## src/hdl/icache_pkg.sv

```systemverilog
// Shared widths and line geometry for the refill model. line_lo_bit must equal tid_w + 2 and index_hi_bit must stay below adr_w
package icache_pkg;

	// ========================================================================
	// Bus widths
	// ========================================================================

	// Byte address width seen by the requesters, the arbiter and the memory
	localparam int unsigned adr_w = 16;

	// One beat carries a single 32-bit instruction word
	localparam int unsigned data_w = 32;

	// ========================================================================
	// Line geometry
	// ========================================================================

	// A line is four beats, so 16 bytes on an aligned boundary
	localparam int unsigned beats_per_line = 4;
	localparam int unsigned line_w = beats_per_line * data_w;

	// Address bits below this one are zero in a line address
	localparam int unsigned line_lo_bit = 4;

	// Bits line_lo_bit up to this one select the cache index used by the snoop
	localparam int unsigned index_hi_bit = 7;

	// The transaction id is simply the beat number inside the line
	localparam int unsigned tid_w = 2;

	// ========================================================================
	// Retry and memory sizing
	// ========================================================================

	// Minimum back-off in cycles before the LFSR is consulted
	localparam int unsigned backoff_min = 6;

	// Word depth of the line memory and the width of its word index
	localparam int unsigned mem_words = 256;
	localparam int unsigned mem_idx_w = $clog2(mem_words);

	// Identifies which requester owns a beat or caused a snoop
	typedef logic [0:0] cid_t;

endpackage

```

## src/hdl/bus_arbiter.sv

```systemverilog
// Two requesters share one memory port. A grant lasts one beat and ties alternate between channels
`timescale 1ns/100ps

module bus_arbiter (
	input  logic                          clk,
	input  logic                          rst,
	input  logic                          beat_req_0,
	input  logic [icache_pkg::adr_w-1:0]  beat_adr_0,
	input  logic [icache_pkg::tid_w-1:0]  beat_tid_0,
	output logic                          beat_ack_0,
	output logic [icache_pkg::data_w-1:0] beat_rdata_0,
	output logic [icache_pkg::tid_w-1:0]  beat_rtid_0,
	input  logic                          beat_req_1,
	input  logic [icache_pkg::adr_w-1:0]  beat_adr_1,
	input  logic [icache_pkg::tid_w-1:0]  beat_tid_1,
	output logic                          beat_ack_1,
	output logic [icache_pkg::data_w-1:0] beat_rdata_1,
	output logic [icache_pkg::tid_w-1:0]  beat_rtid_1,
	output logic                          mem_req,
	output logic [icache_pkg::adr_w-1:0]  mem_adr,
	output logic [icache_pkg::tid_w-1:0]  mem_tid,
	input  logic                          mem_ack,
	input  logic [icache_pkg::data_w-1:0] mem_rdata,
	input  logic [icache_pkg::tid_w-1:0]  mem_rtid,
	output logic                          snoop_v,
	output logic [icache_pkg::adr_w-1:0]  snoop_adr,
	output icache_pkg::cid_t              snoop_cid
);

	logic             owner_v;
	icache_pkg::cid_t owner;
	icache_pkg::cid_t last_owner;
	icache_pkg::cid_t pick;
	logic             any_req;
	logic             own_req;
	logic             sel_0;
	logic             sel_1;

	assign any_req = beat_req_0 || beat_req_1;

	// On a tie the channel that did not own the bus last time goes first
	always_comb begin
		if (beat_req_0 && beat_req_1)
			pick = ~last_owner;
		else if (beat_req_1)
			pick = 1'b1;
		else
			pick = 1'b0;
	end

	assign sel_0 = owner_v && (owner == 1'b0);
	assign sel_1 = owner_v && (owner == 1'b1);
	assign own_req = owner ? beat_req_1 : beat_req_0;

	// Request side passes straight through from the owner
	assign mem_req = owner_v && own_req;
	assign mem_adr = owner ? beat_adr_1 : beat_adr_0;
	assign mem_tid = owner ? beat_tid_1 : beat_tid_0;

	// Responses go to the owner only, the other channel sees zeros
	assign beat_ack_0 = sel_0 && mem_ack;
	assign beat_ack_1 = sel_1 && mem_ack;
	assign beat_rdata_0 = sel_0 ? mem_rdata : '0;
	assign beat_rdata_1 = sel_1 ? mem_rdata : '0;
	assign beat_rtid_0 = sel_0 ? mem_rtid : '0;
	assign beat_rtid_1 = sel_1 ? mem_rtid : '0;

	// ========================================================================
	// Owner register
	// ========================================================================

	always_ff @(posedge clk, posedge rst) begin
		if (rst) begin
			owner_v <= 1'b0;
			owner <= 1'b0;
			last_owner <= 1'b1;
			snoop_v <= 1'b0;
		end else begin
			snoop_v <= 1'b0;
			if (!owner_v) begin
				if (any_req) begin
					owner_v <= 1'b1;
					owner <= pick;
					snoop_v <= 1'b1;
				end
			end else if (!own_req && !mem_ack) begin
				// Both halves of the handshake are low so the beat is over
				owner_v <= 1'b0;
				last_owner <= owner;
			end
		end
	end

	// The snoop carries the granted address for one cycle
	always_ff @(posedge clk) begin
		if (!owner_v && any_req) begin
			snoop_adr <= pick ? beat_adr_1 : beat_adr_0;
			snoop_cid <= pick;
		end
	end

	// Neither a request nor the memory's ack may exist outside a grant
	a_owned: assert property (@(posedge clk) disable iff (rst)
		(mem_req || mem_ack) |-> owner_v);

endmodule

```

## config.mk

```make
export PLATFORM = sky130hd
export DESIGN_NAME = bus_arbiter
export DESIGN_NICKNAME = d
export VERILOG_FILES = /design/src/hdl/icache_pkg.sv /design/src/hdl/bus_arbiter.sv
export SDC_FILE = /design/constraint.sdc
export NUM_CORES = 1
export LEC_CHECK = 0
export BUFFER_PORTS_ARGS = -buffer_cell sky130_fd_sc_hd__buf_4
export CELL_PAD_IN_SITES_DETAIL_PLACEMENT = 0
export CELL_PAD_IN_SITES_GLOBAL_PLACEMENT = 2
export CORE_MARGIN = 3
export CORE_UTILIZATION = 17
export DETAILED_ROUTE_END_ITERATION = 16
export PLACE_DENSITY_LB_ADDON = 0.1
export REMOVE_ABC_BUFFERS = 1
export SYNTH_ARGS = -nofsm -noshare
export SYNTH_HDL_FRONTEND = slang
export SYNTH_SLANG_ARGS = --single-unit
```

## constraint.sdc

```tcl
create_clock -name clk -period 2.4 [get_ports clk]
set_clock_uncertainty 0.2 [all_clocks]
set_input_delay 0.12 -clock clk [delete_from_list [all_inputs] [get_ports clk]]
set_output_delay 0.12 -clock clk [all_outputs]
set_load 0.02 [all_outputs]
```

==> metrics <==
run status complete, but fails checks; failing checks hold timing; Die Span X 105 µm; synthesized cell area 0.00166 mm²; Hold Crit Start beat_req_1; Crit. Startpoint last_owner; Overflow after GRT 0; setup bufs post-CTS 0; MaxCap Viol Count 0; Final Wtd Congestion 0.702; Post-CTS Hold Fix Bufs 36; die height 105 µm; DRT iter0 DRCs 45; non-filler cells, final 500; final hold vios 1; Post-CTS Resized 0; startpoint type of the worst setup path register; Worst EP required 2.22 ns; Avg Vias per Cell 3.86; TritonCTS clock tree yes; Mapped Cells 156; initial antenna violation count 0; FF+latch count, synth 21; commonest non-fill, non-tap cell in the layout buf_4; final setup vio count 0; Max Slew Vio Count 0; peak supply drop 0.335 mV; largest family of logic cells by synthesized area simple AND/OR/NAND/NOR gates; Adder-Cell Fraction of Synth Area 0%; Post-synth EDFFs 17; CTS clk-pin slew, worst paths 0.09 ns; clk buf depth 2; Synth Area in XOR/XNOR 0%; # nets final 447; CP arrival 2.10 ns; Crit Path Max Fanout 12; period utilisation layout 95.1%; vias in the first global route 2035; complex-gate fraction of the synthesized area 3.16%; commonest cells after routing, fill and taps aside buf_4 (189), dlygate4sd3_1 (36), and3_1 (35), and2_1 (35), mux2_2 (26); I/O Buffers 181; Post-DRT Antenna Nets 0; total wire length 7.01 mm; Worst slew margin 80.4%; first-pass GRT wire length 10.7 mm; Starting Density 17.7%; drt first pass iters 4; CORE AREA 0.00937 mm²; fillers 992; layout cell share with drive strength beyond 1 62.8%; Crit Path Class reg2reg; Lkg Pwr 1.82 nW; PD cells 926 mW/mm²; reg2reg start last_owner; pre-CTS setup slack 0.636 ns; largest net degree at the start of global routing 36; global-route usage over all layers 12.1%; routed len/inst 14.0 µm; clk sink count 21; H-tree depth 1; DRC viols 0; full die area 0.0110 mm²; Ports 182; yosys warns 0; Via Count 1931; worst-skew pair later-pin latency 0.25 ns; Max Freq 438 MHz; worst hold slack -0.000673 ns; dpl cells 460; Hold WC Path Type in2reg; Clock Tree Root clkbuf_8; post-synthesis sequential area ratio 36.8%; worst slew pin tran 0.294 ns; ant diodes 0; Final WS setup 0.118 ns; Area growth, synth to finish 116%; Worst setup EP type register; cell row count 35; simple-gate area share of the yosys netlist 29.5%; Syn Area/Cell 10.7 µm²; post-synthesis mux area share 25.5%; leading register cell type out of synthesis edfxtp_1; min Tclk post-route 2.28 ns; Synth cell types 23; async set or reset register ratio after synthesis 19.0%; RSZ-0062 raised after global routing no; Fin Setup TNS 0 ns; CTS Buf Count 3
cells by family after synthesis:
family | Yosys count
AO/OA/AOI/OAI | 5
multiplexers | 35
buffers and inverters | 17
flip-flops | 21
AND/OR/NAND/NOR | 78
registers in the layout, indices dropped and copies added, names as in the netlist:
name,cells
snoop_cid,1
snoop_adr,16
snoop_v,1
owner_v,1
owner,1
last_owner,1
path summary, 6_finish.rpt:
| check | end | slack [ns] | depth (start not counted) |
|---|---|---|---|
| worst max-delay path | snoop_adr[13] | 0.12 | 4 |
| worst min-delay path | last_owner | -0.0007 | 3 |
| worst max register to register | snoop_adr[13] | 0.12 | 4 |
| worst min register to register | last_owner | 0.33 | 2 |
| max in group asynchronous | last_owner | 1.66 | 3 |
| min in group asynchronous | snoop_v | 0.11 | 3 |
critical path, stage by stage, from the launching register on:
cell           delay (ns)
dfstp_2              0.39
a21boi_4             0.26
buf_4                0.28
mux2_2               0.35
dlygate4sd3_1        0.55
report_power, final:
| part | leakage [nW] | internal [mW] | switching [mW] |
|---|---|---|---|
| logic | 1.60 | 1.19 | 1.32 |
| registers | 0.203 | 0.504 | 0.0693 |
| clock network | 0.0217 | 0.117 | 0.121 |
cell usage after synthesis, types with 3 or more instances:
cell type / number / area, µm²
inv_1: 3 / 11.3
and2_1: 35 / 219
and3_1: 35 / 219
buf_2: 3 / 15.0
clkbuf_1: 10 / 37.5
mux2_2: 26 / 293
dfrtp_1: 3 / 75.1
mux2_4: 8 / 120
nor2_1: 3 / 11.3
edfxtp_1: 17 / 510
area by class of cell:
cell class	count	area (µm²)	area share [%]
Inverter	3	11.3	0.314
Sequential cell	21	613	17.1
Multi-Input combinational cell	118	968	27.0
Timing Repair Buffer	225	1780	49.7
Clock inverter	1	7.51	0.210
Tap cell	129	161	4.51
Clock buffer	3	41.3	1.15
per-layer routing:
metal	track usage [%]	share of wire (%)
met1	12.3	36
met2	24.3	56
met3	3.89	7.1
met4	1.12	0.40
met5	0	0
metrics by stage:
| stage | utilization [%] | total power [mW] | area, µm² |
|---|---|---|---|
| 3_3_place_gp | 33.9 | 3.06 | 3170 |
| 3_5_place_dp | 33.9 | 3.05 | 3170 |
| 2_1_floorplan | - | 1.89 | 1590 |
| 5_1_grt | 38.2 | 3.54 | 3580 |
| 6_report | 38.2 | 3.32 | 3580 |
| 4_1_cts | 38.2 | 3.38 | 3580 |
(Power assumes the default switching activity.)
