==> src/hdl/icache_pkg.sv <==
// Shared widths and line geometry for the refill model. line_lo_bit must equal tid_w + 2 and index_hi_bit must stay below adr_w
package icache_pkg;

	// ========================================================================
	// Bus widths
	// ========================================================================

	// Byte address width seen by the requesters, the arbiter and the memory
	localparam int unsigned adr_w = 16;

	// One beat carries a single 32-bit instruction word
	localparam int unsigned data_w = 32;

	// ========================================================================
	// Line geometry
	// ========================================================================

	// A line is four beats, so 16 bytes on an aligned boundary
	localparam int unsigned beats_per_line = 4;
	localparam int unsigned line_w = beats_per_line * data_w;

	// Address bits below this one are zero in a line address
	localparam int unsigned line_lo_bit = 4;

	// Bits line_lo_bit up to this one select the cache index used by the snoop
	localparam int unsigned index_hi_bit = 7;

	// The transaction id is simply the beat number inside the line
	localparam int unsigned tid_w = 2;

	// ========================================================================
	// Retry and memory sizing
	// ========================================================================

	// Minimum back-off in cycles before the LFSR is consulted
	localparam int unsigned backoff_min = 6;

	// Word depth of the line memory and the width of its word index
	localparam int unsigned mem_words = 256;
	localparam int unsigned mem_idx_w = $clog2(mem_words);

	// Identifies which requester owns a beat or caused a snoop
	typedef logic [0:0] cid_t;

endpackage

==> src/hdl/lfsr17.sv <==
// Free-running 17-bit Fibonacci LFSR. seed must be nonzero or the register locks up at zero
`timescale 1ns/100ps

module lfsr17 #(
	parameter logic [16:0] seed = 17'h0ace1
) (
	input  logic        clk,
	input  logic        rst,
	input  logic        ce,
	output logic [16:0] o
);

	// Taps at 17 and 14 give the full 2^17 - 1 sequence
	logic feedback;

	assign feedback = o[16] ^ o[13];

	always_ff @(posedge clk, posedge rst) begin
		if (rst) begin
			o <= seed;
		end else if (ce) begin
			o <= {o[15:0], feedback};
		end
	end

	// An all-zero state would stall the back-off of the owning requester forever
	a_never_zero: assert property (@(posedge clk) disable iff (rst)
		ce |=> (o != '0));

endmodule

==> src/hdl/icache_line_requester.sv <==
// One miss at a time per requester. miss_adr must stay stable from miss_req until miss_ack falls
`timescale 1ns/100ps

module icache_line_requester #(
	parameter icache_pkg::cid_t cid = 1'b0
) (
	input  logic                          clk,
	input  logic                          rst,
	input  logic                          miss_req,
	input  logic [icache_pkg::adr_w-1:0]  miss_adr,
	output logic                          miss_ack,
	output logic [icache_pkg::line_w-1:0] fill_data,
	output logic                          beat_req,
	output logic [icache_pkg::adr_w-1:0]  beat_adr,
	output logic [icache_pkg::tid_w-1:0]  beat_tid,
	input  logic                          beat_ack,
	input  logic [icache_pkg::data_w-1:0] beat_rdata,
	input  logic [icache_pkg::tid_w-1:0]  beat_rtid,
	input  logic                          snoop_v,
	input  logic [icache_pkg::adr_w-1:0]  snoop_adr,
	input  icache_pkg::cid_t              snoop_cid
);

	typedef enum logic [2:0] {
		st_start,
		st_idle,
		st_issue,
		st_release,
		st_done,
		st_backoff
	} state_t;

	// Channel 1 leaves reset later than channel 0 so the two do not start in step
	localparam logic [3:0] start_last = 4'({cid, 2'b00}) + 4'd3;

	state_t                          state;
	logic [3:0]                      wait_cnt;
	logic [icache_pkg::tid_w-1:0]    beat_cnt;
	logic                            abort_pend;
	logic                            abort;
	logic                            snoop_hit;
	logic                            issue_now;
	logic                            take_now;
	logic [icache_pkg::adr_w-1:0]    madr;
	logic [icache_pkg::adr_w-1:0]    line_adr;
	logic [icache_pkg::adr_w-1:0]    next_adr;
	logic [icache_pkg::adr_w-1:0]    vtags [icache_pkg::beats_per_line];
	logic [icache_pkg::tid_w-1:0]    fill_slot;
	logic [icache_pkg::line_w-1:0]   line;
	logic [16:0]                     lfsr_o;

	// Each channel gets its own seed so their back-off delays drift apart
	lfsr17 #(
		.seed({8'h5a, 8'h3c, cid})
	) lfsr_i (
		.clk(clk),
		.rst(rst),
		.ce(state != st_start),
		.o(lfsr_o)
	);

	// Low address bits of the miss are dropped to get the aligned line
	assign line_adr = {miss_adr[icache_pkg::adr_w-1:icache_pkg::line_lo_bit],
		{icache_pkg::line_lo_bit{1'b0}}};

	// Beat n of the line sits n words above the line base
	assign next_adr = madr | (icache_pkg::adr_w'(beat_cnt) << 2);

	// Only the cache index matters, a snoop from this channel is its own traffic
	assign snoop_hit = ((state == st_issue) || (state == st_release)) && snoop_v &&
		(snoop_cid != cid) &&
		(snoop_adr[icache_pkg::index_hi_bit:icache_pkg::line_lo_bit] ==
		madr[icache_pkg::index_hi_bit:icache_pkg::line_lo_bit]);

	assign abort = abort_pend || snoop_hit;

	// A new beat goes out only when nothing is raised and no abort is waiting
	assign issue_now = (state == st_issue) && !beat_req && !abort;
	assign take_now = (state == st_issue) && beat_req && beat_ack;

	// The word offset recorded for this id decides where the word lands
	assign fill_slot = vtags[beat_rtid][icache_pkg::line_lo_bit-1:2];

	assign fill_data = line;

	// ========================================================================
	// Refill FSM
	// ========================================================================

	always_ff @(posedge clk, posedge rst) begin
		if (rst) begin
			state <= st_start;
			wait_cnt <= '0;
			beat_cnt <= '0;
			beat_req <= 1'b0;
			miss_ack <= 1'b0;
			abort_pend <= 1'b0;
		end else begin
			// A hit is remembered until the raised beat has finished
			if (snoop_hit)
				abort_pend <= 1'b1;
			case (state)
			st_start: begin
				if (wait_cnt == start_last) begin
					wait_cnt <= '0;
					state <= st_idle;
				end else begin
					wait_cnt <= wait_cnt + 4'd1;
				end
			end
			st_idle: begin
				if (miss_req) begin
					beat_cnt <= '0;
					abort_pend <= 1'b0;
					state <= st_issue;
				end
			end
			st_issue: begin
				if (!beat_req) begin
					if (abort) begin
						wait_cnt <= '0;
						abort_pend <= 1'b0;
						state <= st_backoff;
					end else begin
						beat_req <= 1'b1;
					end
				end else if (beat_ack) begin
					beat_req <= 1'b0;
					state <= st_release;
				end
			end
			st_release: begin
				// Wait for the ack to fall, which closes the four-phase cycle
				if (!beat_ack) begin
					if (abort) begin
						wait_cnt <= '0;
						abort_pend <= 1'b0;
						state <= st_backoff;
					end else if (beat_cnt == icache_pkg::tid_w'(icache_pkg::beats_per_line - 1)) begin
						miss_ack <= 1'b1;
						state <= st_done;
					end else begin
						beat_cnt <= beat_cnt + 1'b1;
						state <= st_issue;
					end
				end
			end
			st_done: begin
				if (!miss_req) begin
					miss_ack <= 1'b0;
					state <= st_idle;
				end
			end
			st_backoff: begin
				// Fixed minimum first, then a random tail from the LFSR
				if (wait_cnt == 4'(icache_pkg::backoff_min)) begin
					if (lfsr_o[2:0] == 3'b111) begin
						beat_cnt <= '0;
						state <= st_issue;
					end
				end else begin
					wait_cnt <= wait_cnt + 4'd1;
				end
			end
			default: state <= st_start;
			endcase
		end
	end

	// Line base, beat address, id table and the assembled line
	always_ff @(posedge clk) begin
		if ((state == st_idle) && miss_req)
			madr <= line_adr;
		if (issue_now) begin
			beat_adr <= next_adr;
			beat_tid <= beat_cnt;
			vtags[beat_cnt] <= next_adr;
		end
		if (take_now)
			line[fill_slot * icache_pkg::data_w +: icache_pkg::data_w] <= beat_rdata;
	end

	// The arbiter and memory see a stable address for the whole beat
	a_adr_stable: assert property (@(posedge clk) disable iff (rst)
		beat_req |=> $stable(beat_adr));

	// The id coming back through arbiter and memory matches the raised beat
	a_rtid_match: assert property (@(posedge clk) disable iff (rst)
		$rose(beat_ack) |-> (beat_req && (beat_rtid == beat_tid)));

endmodule

==> config.mk <==
export PLATFORM = sky130hd
export DESIGN_NAME = icache_line_requester
export DESIGN_NICKNAME = d
export VERILOG_FILES = /design/src/hdl/icache_pkg.sv /design/src/hdl/lfsr17.sv /design/src/hdl/icache_line_requester.sv
export SDC_FILE = /design/constraint.sdc
export NUM_CORES = 1
export LEC_CHECK = 0
export ABC_CLOCK_PERIOD_IN_PS = 6300
export BUFFER_PORTS_ARGS = -buffer_cell sky130_fd_sc_hd__buf_4
export CORE_MARGIN = 2
export CORE_UTILIZATION = 50
export CTS_CLUSTER_DIAMETER = 50
export DETAILED_ROUTE_END_ITERATION = 10
export GPL_ROUTABILITY_DRIVEN = 0
export PLACE_DENSITY = 0.9
export SLEW_MARGIN = 15
export SYNTH_ARGS = -nofsm -noshare
export SYNTH_HDL_FRONTEND = slang
export SYNTH_SLANG_ARGS = --single-unit
==> constraint.sdc <==
create_clock -name clk -period 6.3 [get_ports clk]
set_input_delay 0.945 -clock clk [delete_from_list [all_inputs] [get_ports clk]]
set_output_delay 0.945 -clock clk [all_outputs]
set_load 0.02 [all_outputs]
==> out/results.ini, run 1 <==
[outcome]
status = finished, final reports clean

[power]
p_per_area_nw_per_um2 = 336.0
max-vdd-ir-drop_v = 0.0002091
total_power_mw = 3.285
p_leak_nw = 3.928

[worst_setup_path]
cpMostUsedCell = buf_4
required_ps = 6350
crit_path_start_kind = input port
critPathMaxFanout = 33
cp.buffers_inverters = 3
reg2reg_slack_ps = 3530
timing.rr.end = fill_data[10]
reg2reg_depth = 5
cpPeakStageDelay_ps = 800
path_class = in2reg
path_cells = buf_4, mux4_2, inv_1, ha_1, buf_4, and2_2
path_delay_family = simple AND/OR/NAND/NOR gates
reg2reg_from = vtags[3][2]
cp-end-kind = flop
cp_slowest_cell = and2_2
cp.arrival_ps = 3090

[cells_and_area]
regArea_um2 = 5600
fin_util_pct = 67.02
fillers = 981
multi_input_area_um2 = 1759
finalNetCount = 793
fin_area_um2 = 9777
area_delta_synth_final_pct = 30.30
drive_above_1_share_pct = 38.59
n_antenna_cell = 0
fin_cells = 907

[floorplanning]
num_io_pins = 220
die_y_um = 126.5
start_util_pct = 51.43
dieWidth_um = 126.5
fp-row-count = 44
core_um2 = 14590
dieArea_um2 = 16000

[grt]
overflow = 0
grt_pass1_vias = 5033
antenna_found_initial = 0
grt_max_degree = 34
grtUsageTotal_pct = 21.97
grt_pass1_wl_um = 26830

[yosys]
synth.yosys.seq_area_share_pct = 74.64
ys_types = 53
synth_area_um2 = 7503
ys_seq_elements = 191
syn_inst = 508
synth.avg_cell_area_um2 = 14.77
synth.mux.area_fraction_pct = 3.268
synth-compound-area-share_pct = 2.535
synth-edff-count = 162
async_flop_share_pct = 15.18
yosysWarnings = 0
yosys.area.top_type = edfxtp_1
synth_top_area_share_pct = 64.83
yosys.area_share.simple_pct = 15.06
ys.flop_type = edfxtp_1
synth_top_family_by_area = simple AND/OR/NAND/NOR gates
synth-xor-area-share_pct = 0.5836
synth_fa_ha_area_share_pct = 1.668
synth.area.top_cells = edfxtp_1, dfrtp_1, nor2_1

[worst_hold_path]
hp-class = reg2reg
hold_start = madr[13]
holdPathStages = 0
min_to = beat_adr[13]

[routing]
drt_iter0_drc = 455
drc = 0
wl_per_cell_um = 19.19
via_count = 4870
postRouteAntennaNets = 0
dr.pass1.iters = 5
wl_um = 17400
viasPerCell = 5.369

[clocking]
htree_num_levels = 4
clockRootBuffer = clkbuf_16
clkSinkCount = 191
clock_latency_ps = 420
numCtsBuffers = 17
cts.clk_slew.worst_paths_ps = 70
clockBufferDepth = 2
cts_tree = done
post_cts_buffers = 0
cts_resized = 0
cts_hold_buf = 0

[sta]
rsz0062_at_grt = no
post-route-period-util_pct = 48.29
tightestPinTransition_ps = 1008
hold_viol = 0
maxSlewHeadroom_pct = 32.37
min_period_ps = 3042
skew_ps = 5.794
fmaxAchievable_mhz = 328.7
setup_violations = 0
fin_setup_tns_ps = 0
slew_violations = 0

[placed_design]
numPortBuffers = 201
dpl_cell_area_um2 = 9164
hpwlAfterDp_um = 11760
placedCellCount = 875

[flow_run]
drv_cap = 0

[flip-flops by register name, summed over array words and instances (netlist names), 2 cells and up]
register and cells:
fill_data 128, lfsr_i.o 17, beat_adr 13, madr 12, vtags 8, wait_cnt 4
state 3, beat_cnt 2
[worst max-delay path by stage]
| stage | from | to | slack, ps | cells after the start |
|---|---|---|---|---|
| finish | beat_rtid[0] | fill_data[10] | 3260 | 6 |
| global route | beat_rtid[0] | fill_data[5] | 3120 | 6 |
| CTS | beat_rtid[0] | fill_data[5] | 3230 | 6 |
| detailed placement | beat_rtid[0] | fill_data[8] | 2780 | 6 |
| global placement | beat_rtid[0] | fill_data[0] | 2840 | 6 |
| floorplan | beat_rtid[0] | fill_data[0] | 3060 | 5 |
[worst register-to-register path: stages (launching register included)]
cell and delay (ps):
edfxtp_1 370, mux4_2 570, inv_1 140, ha_1 180
buf_4 320, and2_2 800
[routing by layer]
layer / GRT usage, % / part of all wire, %
met5: 0 / 0
met4: 7.563 / 1.6
met3: 6.959 / 9.4
met2: 38.82 / 52
met1: 25.30 / 37
[layout make-up]
type | instances | share of cell area (%)
Clock buffer | 18 | 4.390
Sequential cell | 191 | 57.28
Inverter | 11 | 0.4223
Timing Repair Buffer | 206 | 15.89
Multi-Input combinational cell | 284 | 17.99
Tap cell | 184 | 2.355
Clock inverter | 13 | 1.664
[metrics by stage]
| stage | hold WS, ps | setup slack (ps) |
|---|---|---|
| after global routing | 430.9 | 3118 |
| after global placement | 401.1 | 2836 |
| after floorplan | 400.3 | 3058 |
| after detailed placement | 404.5 | 2783 |
| after CTS | 420.9 | 3232 |
| final | 419.2 | 3258 |
[cell usage in the layout, fill, tap and decap left out, types with 3 or more instances in the layout]
master     Yosys  layout
and2_1        40      36
edfxtp_1     162     162
mux2_2        16      16
xor2_1         4       4
clkinv_1       0       3
inv_6          0       3
and2_2         0       4
bufinv_16      0       3
nor2_1       106     106
nor3_1         4       4
clkinv_4       0       3
inv_1         11      10
nand3_1        3       3
ha_1          10      10
nand2_1       12      12
nor3b_1        3       3
dfstp_2        8       8
a21oi_1        4       4
dfrtp_1       21      21
nand2b_1      33      33
buf_4          5     205
clkbuf_16      0      17
o21ai_0        6       6
o31ai_1        4       4
[cells by family after synthesis]
group           after synthesis
simple gates                221
flops                       191
buf+inv                      34
compound gates               26
mux                          20
fa+ha+maj                    10
xor+xnor                      5
other cells                   1
[synthesized netlist by cell type, drive strengths merged, types with 2 or more instances]
master / count
a21oi: 5
a221o: 2
and2: 40
and2b: 2
buf: 7
clkbuf: 16
dfrtp: 21
dfstp: 8
edfxtp: 162
ha: 10
inv: 11
mux2: 16
mux2i: 2
mux4: 2
nand2: 12
nand2b: 34
nand3: 3
nor2: 106
nor3: 6
nor3b: 4
o211ai: 2
o21ai: 6
o31ai: 4
or2: 2
or2b: 3
xor2: 4
[power by group]
| group | internal [mW] | total, mW | switching (mW) |
|---|---|---|---|
| Sequential | 1.50 | 1.59 | 0.0886 |
| Combinational | 0.244 | 0.616 | 0.372 |
| Clock | 0.624 | 1.08 | 0.454 |
| Total | 2.37 | 3.29 | 0.915 |
Note: power is estimated with default switching activity, not from simulation.
==> run 2: changes to the inputs <==
--- a/config.mk
+++ b/config.mk
@@ -5,7 +5,7 @@
 export SDC_FILE = /design/constraint.sdc
 export NUM_CORES = 1
 export LEC_CHECK = 0
-export ABC_CLOCK_PERIOD_IN_PS = 6300
+export ABC_CLOCK_PERIOD_IN_PS = 3200
 export BUFFER_PORTS_ARGS = -buffer_cell sky130_fd_sc_hd__buf_4
 export CORE_MARGIN = 2
 export CORE_UTILIZATION = 50
==> constraint.sdc (replaced) <==
create_clock -name clk -period 3.2 [get_ports clk]
set_input_delay 0.48 -clock clk [delete_from_list [all_inputs] [get_ports clk]]
set_output_delay 0.48 -clock clk [all_outputs]
set_load 0.02 [all_outputs]
==> run 2 against run 1 <==
Sequential share of layout area down 0.18 points. Sequential cell count unchanged. Largest power group unchanged. Critical endpoint is now fill_data[30]. Non-clock buffer count up 5. Via count up 0.70%. Register-to-register slack worse by 2800 ps.
==> out/results.ini, run 2 (synthesis gave the netlist of run 1 again) <==
[outcome]
status = finished, final reports clean  ; unchanged

[sta]
maxSlewHeadroom_pct = 38.06  ; was 32.37%
hold_viol = 0  ; unchanged
slew_violations = 0  ; unchanged
min_period_ps = 2448
skew_ps = 8.822  ; was 5.794 ps
fmaxAchievable_mhz = 408.4
setup_violations = 0  ; unchanged
tightestPinTransition_ps = 925.7  ; was 1008 ps
post-route-period-util_pct = 76.51
rsz0062_at_grt = no  ; unchanged
fin_setup_tns_ps = 0  ; unchanged
hold_slack_ps = 140.9  ; was 419.2 ps
setup_ws_ps = 751.6  ; was 3258 ps

[cells_and_area]
regArea_um2 = 5600  ; unchanged
n_antenna_cell = 0  ; unchanged
fin_area_um2 = 9808  ; was 9777 um2
multi_input_area_um2 = 1753  ; was 1759 um2
finalNetCount = 798  ; was 793
drive_above_1_share_pct = 39.09  ; was 38.59%
largest_reg_flops = 128  ; unchanged
fillers = 958  ; was 981
area_delta_synth_final_pct = 30.72  ; was 30.30%
layout_commonest_cell = buf_4  ; unchanged
fin_util_pct = 67.23  ; was 67.02%
mostFrequentLayoutCells = buf_4, edfxtp_1, nor2_1  ; unchanged
fin_cells = 913  ; was 907

[placed_design]
dpl_cell_area_um2 = 9234  ; was 9164 um2
numPortBuffers = 201  ; unchanged
place_ws_ps = 510.0  ; was 2783 ps
placedCellCount = 881  ; was 875
hpwlAfterDp_um = 11930  ; was 11,760 um

[power]
total_power_mw = 6.410  ; was 3.285 mW
p_leak_nw = 3.951  ; was 3.928 nW
p_per_area_nw_per_um2 = 653.5  ; was 336.0 nW/um2
max-vdd-ir-drop_v = 0.0003627  ; was 0.0002091 V

[clocking]
clockRootBuffer = clkbuf_16  ; unchanged
clkSinkCount = 191  ; unchanged
htree_num_levels = 4  ; unchanged
cts_tree = done  ; unchanged
numCtsBuffers = 17  ; unchanged
cts.clk_slew.worst_paths_ps = 70  ; about the same
clockBufferDepth = 2  ; unchanged
cts_resized = 0  ; unchanged
clock_latency_ps = 420  ; about the same
post_cts_buffers = 0  ; unchanged
cts_hold_buf = 0  ; unchanged

[worst_setup_path]
cpPeakStageDelay_ps = 570  ; was 800 ps
path_cells = mux4_2, inv_1, ha_1, nor3b_4, buf_4, and2_1  ; was buf_4, mux4_2, inv_1, ha_1, buf_4, and2_2
path_depth = 6  ; unchanged
cp_slowest_cell = mux4_2  ; was and2_2
reg2reg_depth = 6  ; was 5
critPathMaxFanout = 32  ; was 33
cp.arrival_ps = 2730  ; was 3090 ps
required_ps = 3480  ; was 6350 ps
crit_path_start_kind = flop  ; was input port
cp.buffers_inverters = 2  ; was 3
path_class = reg2reg  ; was in2reg
path_delay_family = multiplexers  ; was simple AND/OR/NAND/NOR gates
cp-end-kind = flop  ; unchanged

[worst_hold_path]
hp-class = in2async  ; was reg2reg

[floorplanning]
dieArea_um2 = 16000  ; unchanged
num_io_pins = 220  ; unchanged
die_y_um = 126.5  ; unchanged
core_um2 = 14590  ; unchanged
fp-row-count = 44  ; unchanged
dieWidth_um = 126.5  ; unchanged
start_util_pct = 51.43  ; unchanged

[routing]
highest_layer = met4  ; unchanged
dr.pass1.iters = 5  ; unchanged
drc = 0  ; unchanged
met1_length_um = 6444  ; was 6362 um
drt_iter0_drc = 375  ; was 455
viasPerCell = 5.371  ; was 5.369
wl_met2_um = 9265  ; was 9131 um
wl_um = 17780  ; was 17,400 um
wl_per_cell_um = 19.47  ; was 19.19 um
postRouteAntennaNets = 0  ; unchanged
via_count = 4904  ; was 4,870
wl_met3_um = 1721  ; was 1630 um

[grt]
overflow = 0  ; unchanged
grt_max_degree = 33  ; was 34
grt_pass1_wl_um = 27280  ; was 26,830 um
grtUsageTotal_pct = 22.45  ; was 21.97%
antenna_found_initial = 0  ; unchanged
grt_pass1_vias = 5053  ; was 5,033

[flow_run]
drv_cap = 0  ; unchanged

## run 2: cell count changes in the layout (fill, tap and decap cells not counted), sizes merged
cell    before  now
bufinv       3    2
clkbuf      18   20
buf        206  211
## run 2: layer usage
metal | up-vias | track usage (%)
met5 | - | 0
met3 | 29 | 6.411
met1 | 2404 | 26.54
li1 | 2197 | -
met2 | 274 | 39.48
met4 | 0 | 7.628
## run 2: worst reg2reg max path, cell delays in order, from the launching register on
cell,delay [ps]
edfxtp_1,370
mux4_2,570
inv_1,130
ha_1,430
nor3b_4,250
buf_4,350
and2_1,220
## run 2: final timing paths
path / from / to / slack (ps)
max: vtags[3][2] / fill_data[30] / 750
min: rst / state[0] / 140
max reg2reg: vtags[3][2] / fill_data[30] / 750
min reg2reg: madr[11] / beat_adr[11] / 420
max in group asynchronous: rst / beat_cnt[1] / 2660
min in group clk: miss_adr[14] / madr[14] / 230
## run 2: cell type report
type	instances	area share, %
clock buffer	20	4.452
clock inverter	12	1.403
inverter	11	0.4210
multi-input combinational	284	17.87
sequential	191	57.10
tap	184	2.347
timing repair buffer	211	16.41
## run 2: power by group
part           leakage [nW]  internal [mW]  switching (mW)  total (mW)
clock                 0.277           1.16           0.895        2.05
sequential             1.86           2.95           0.169        3.12
combinational          1.82          0.495           0.738        1.23
total                  3.95           4.61            1.80        6.41
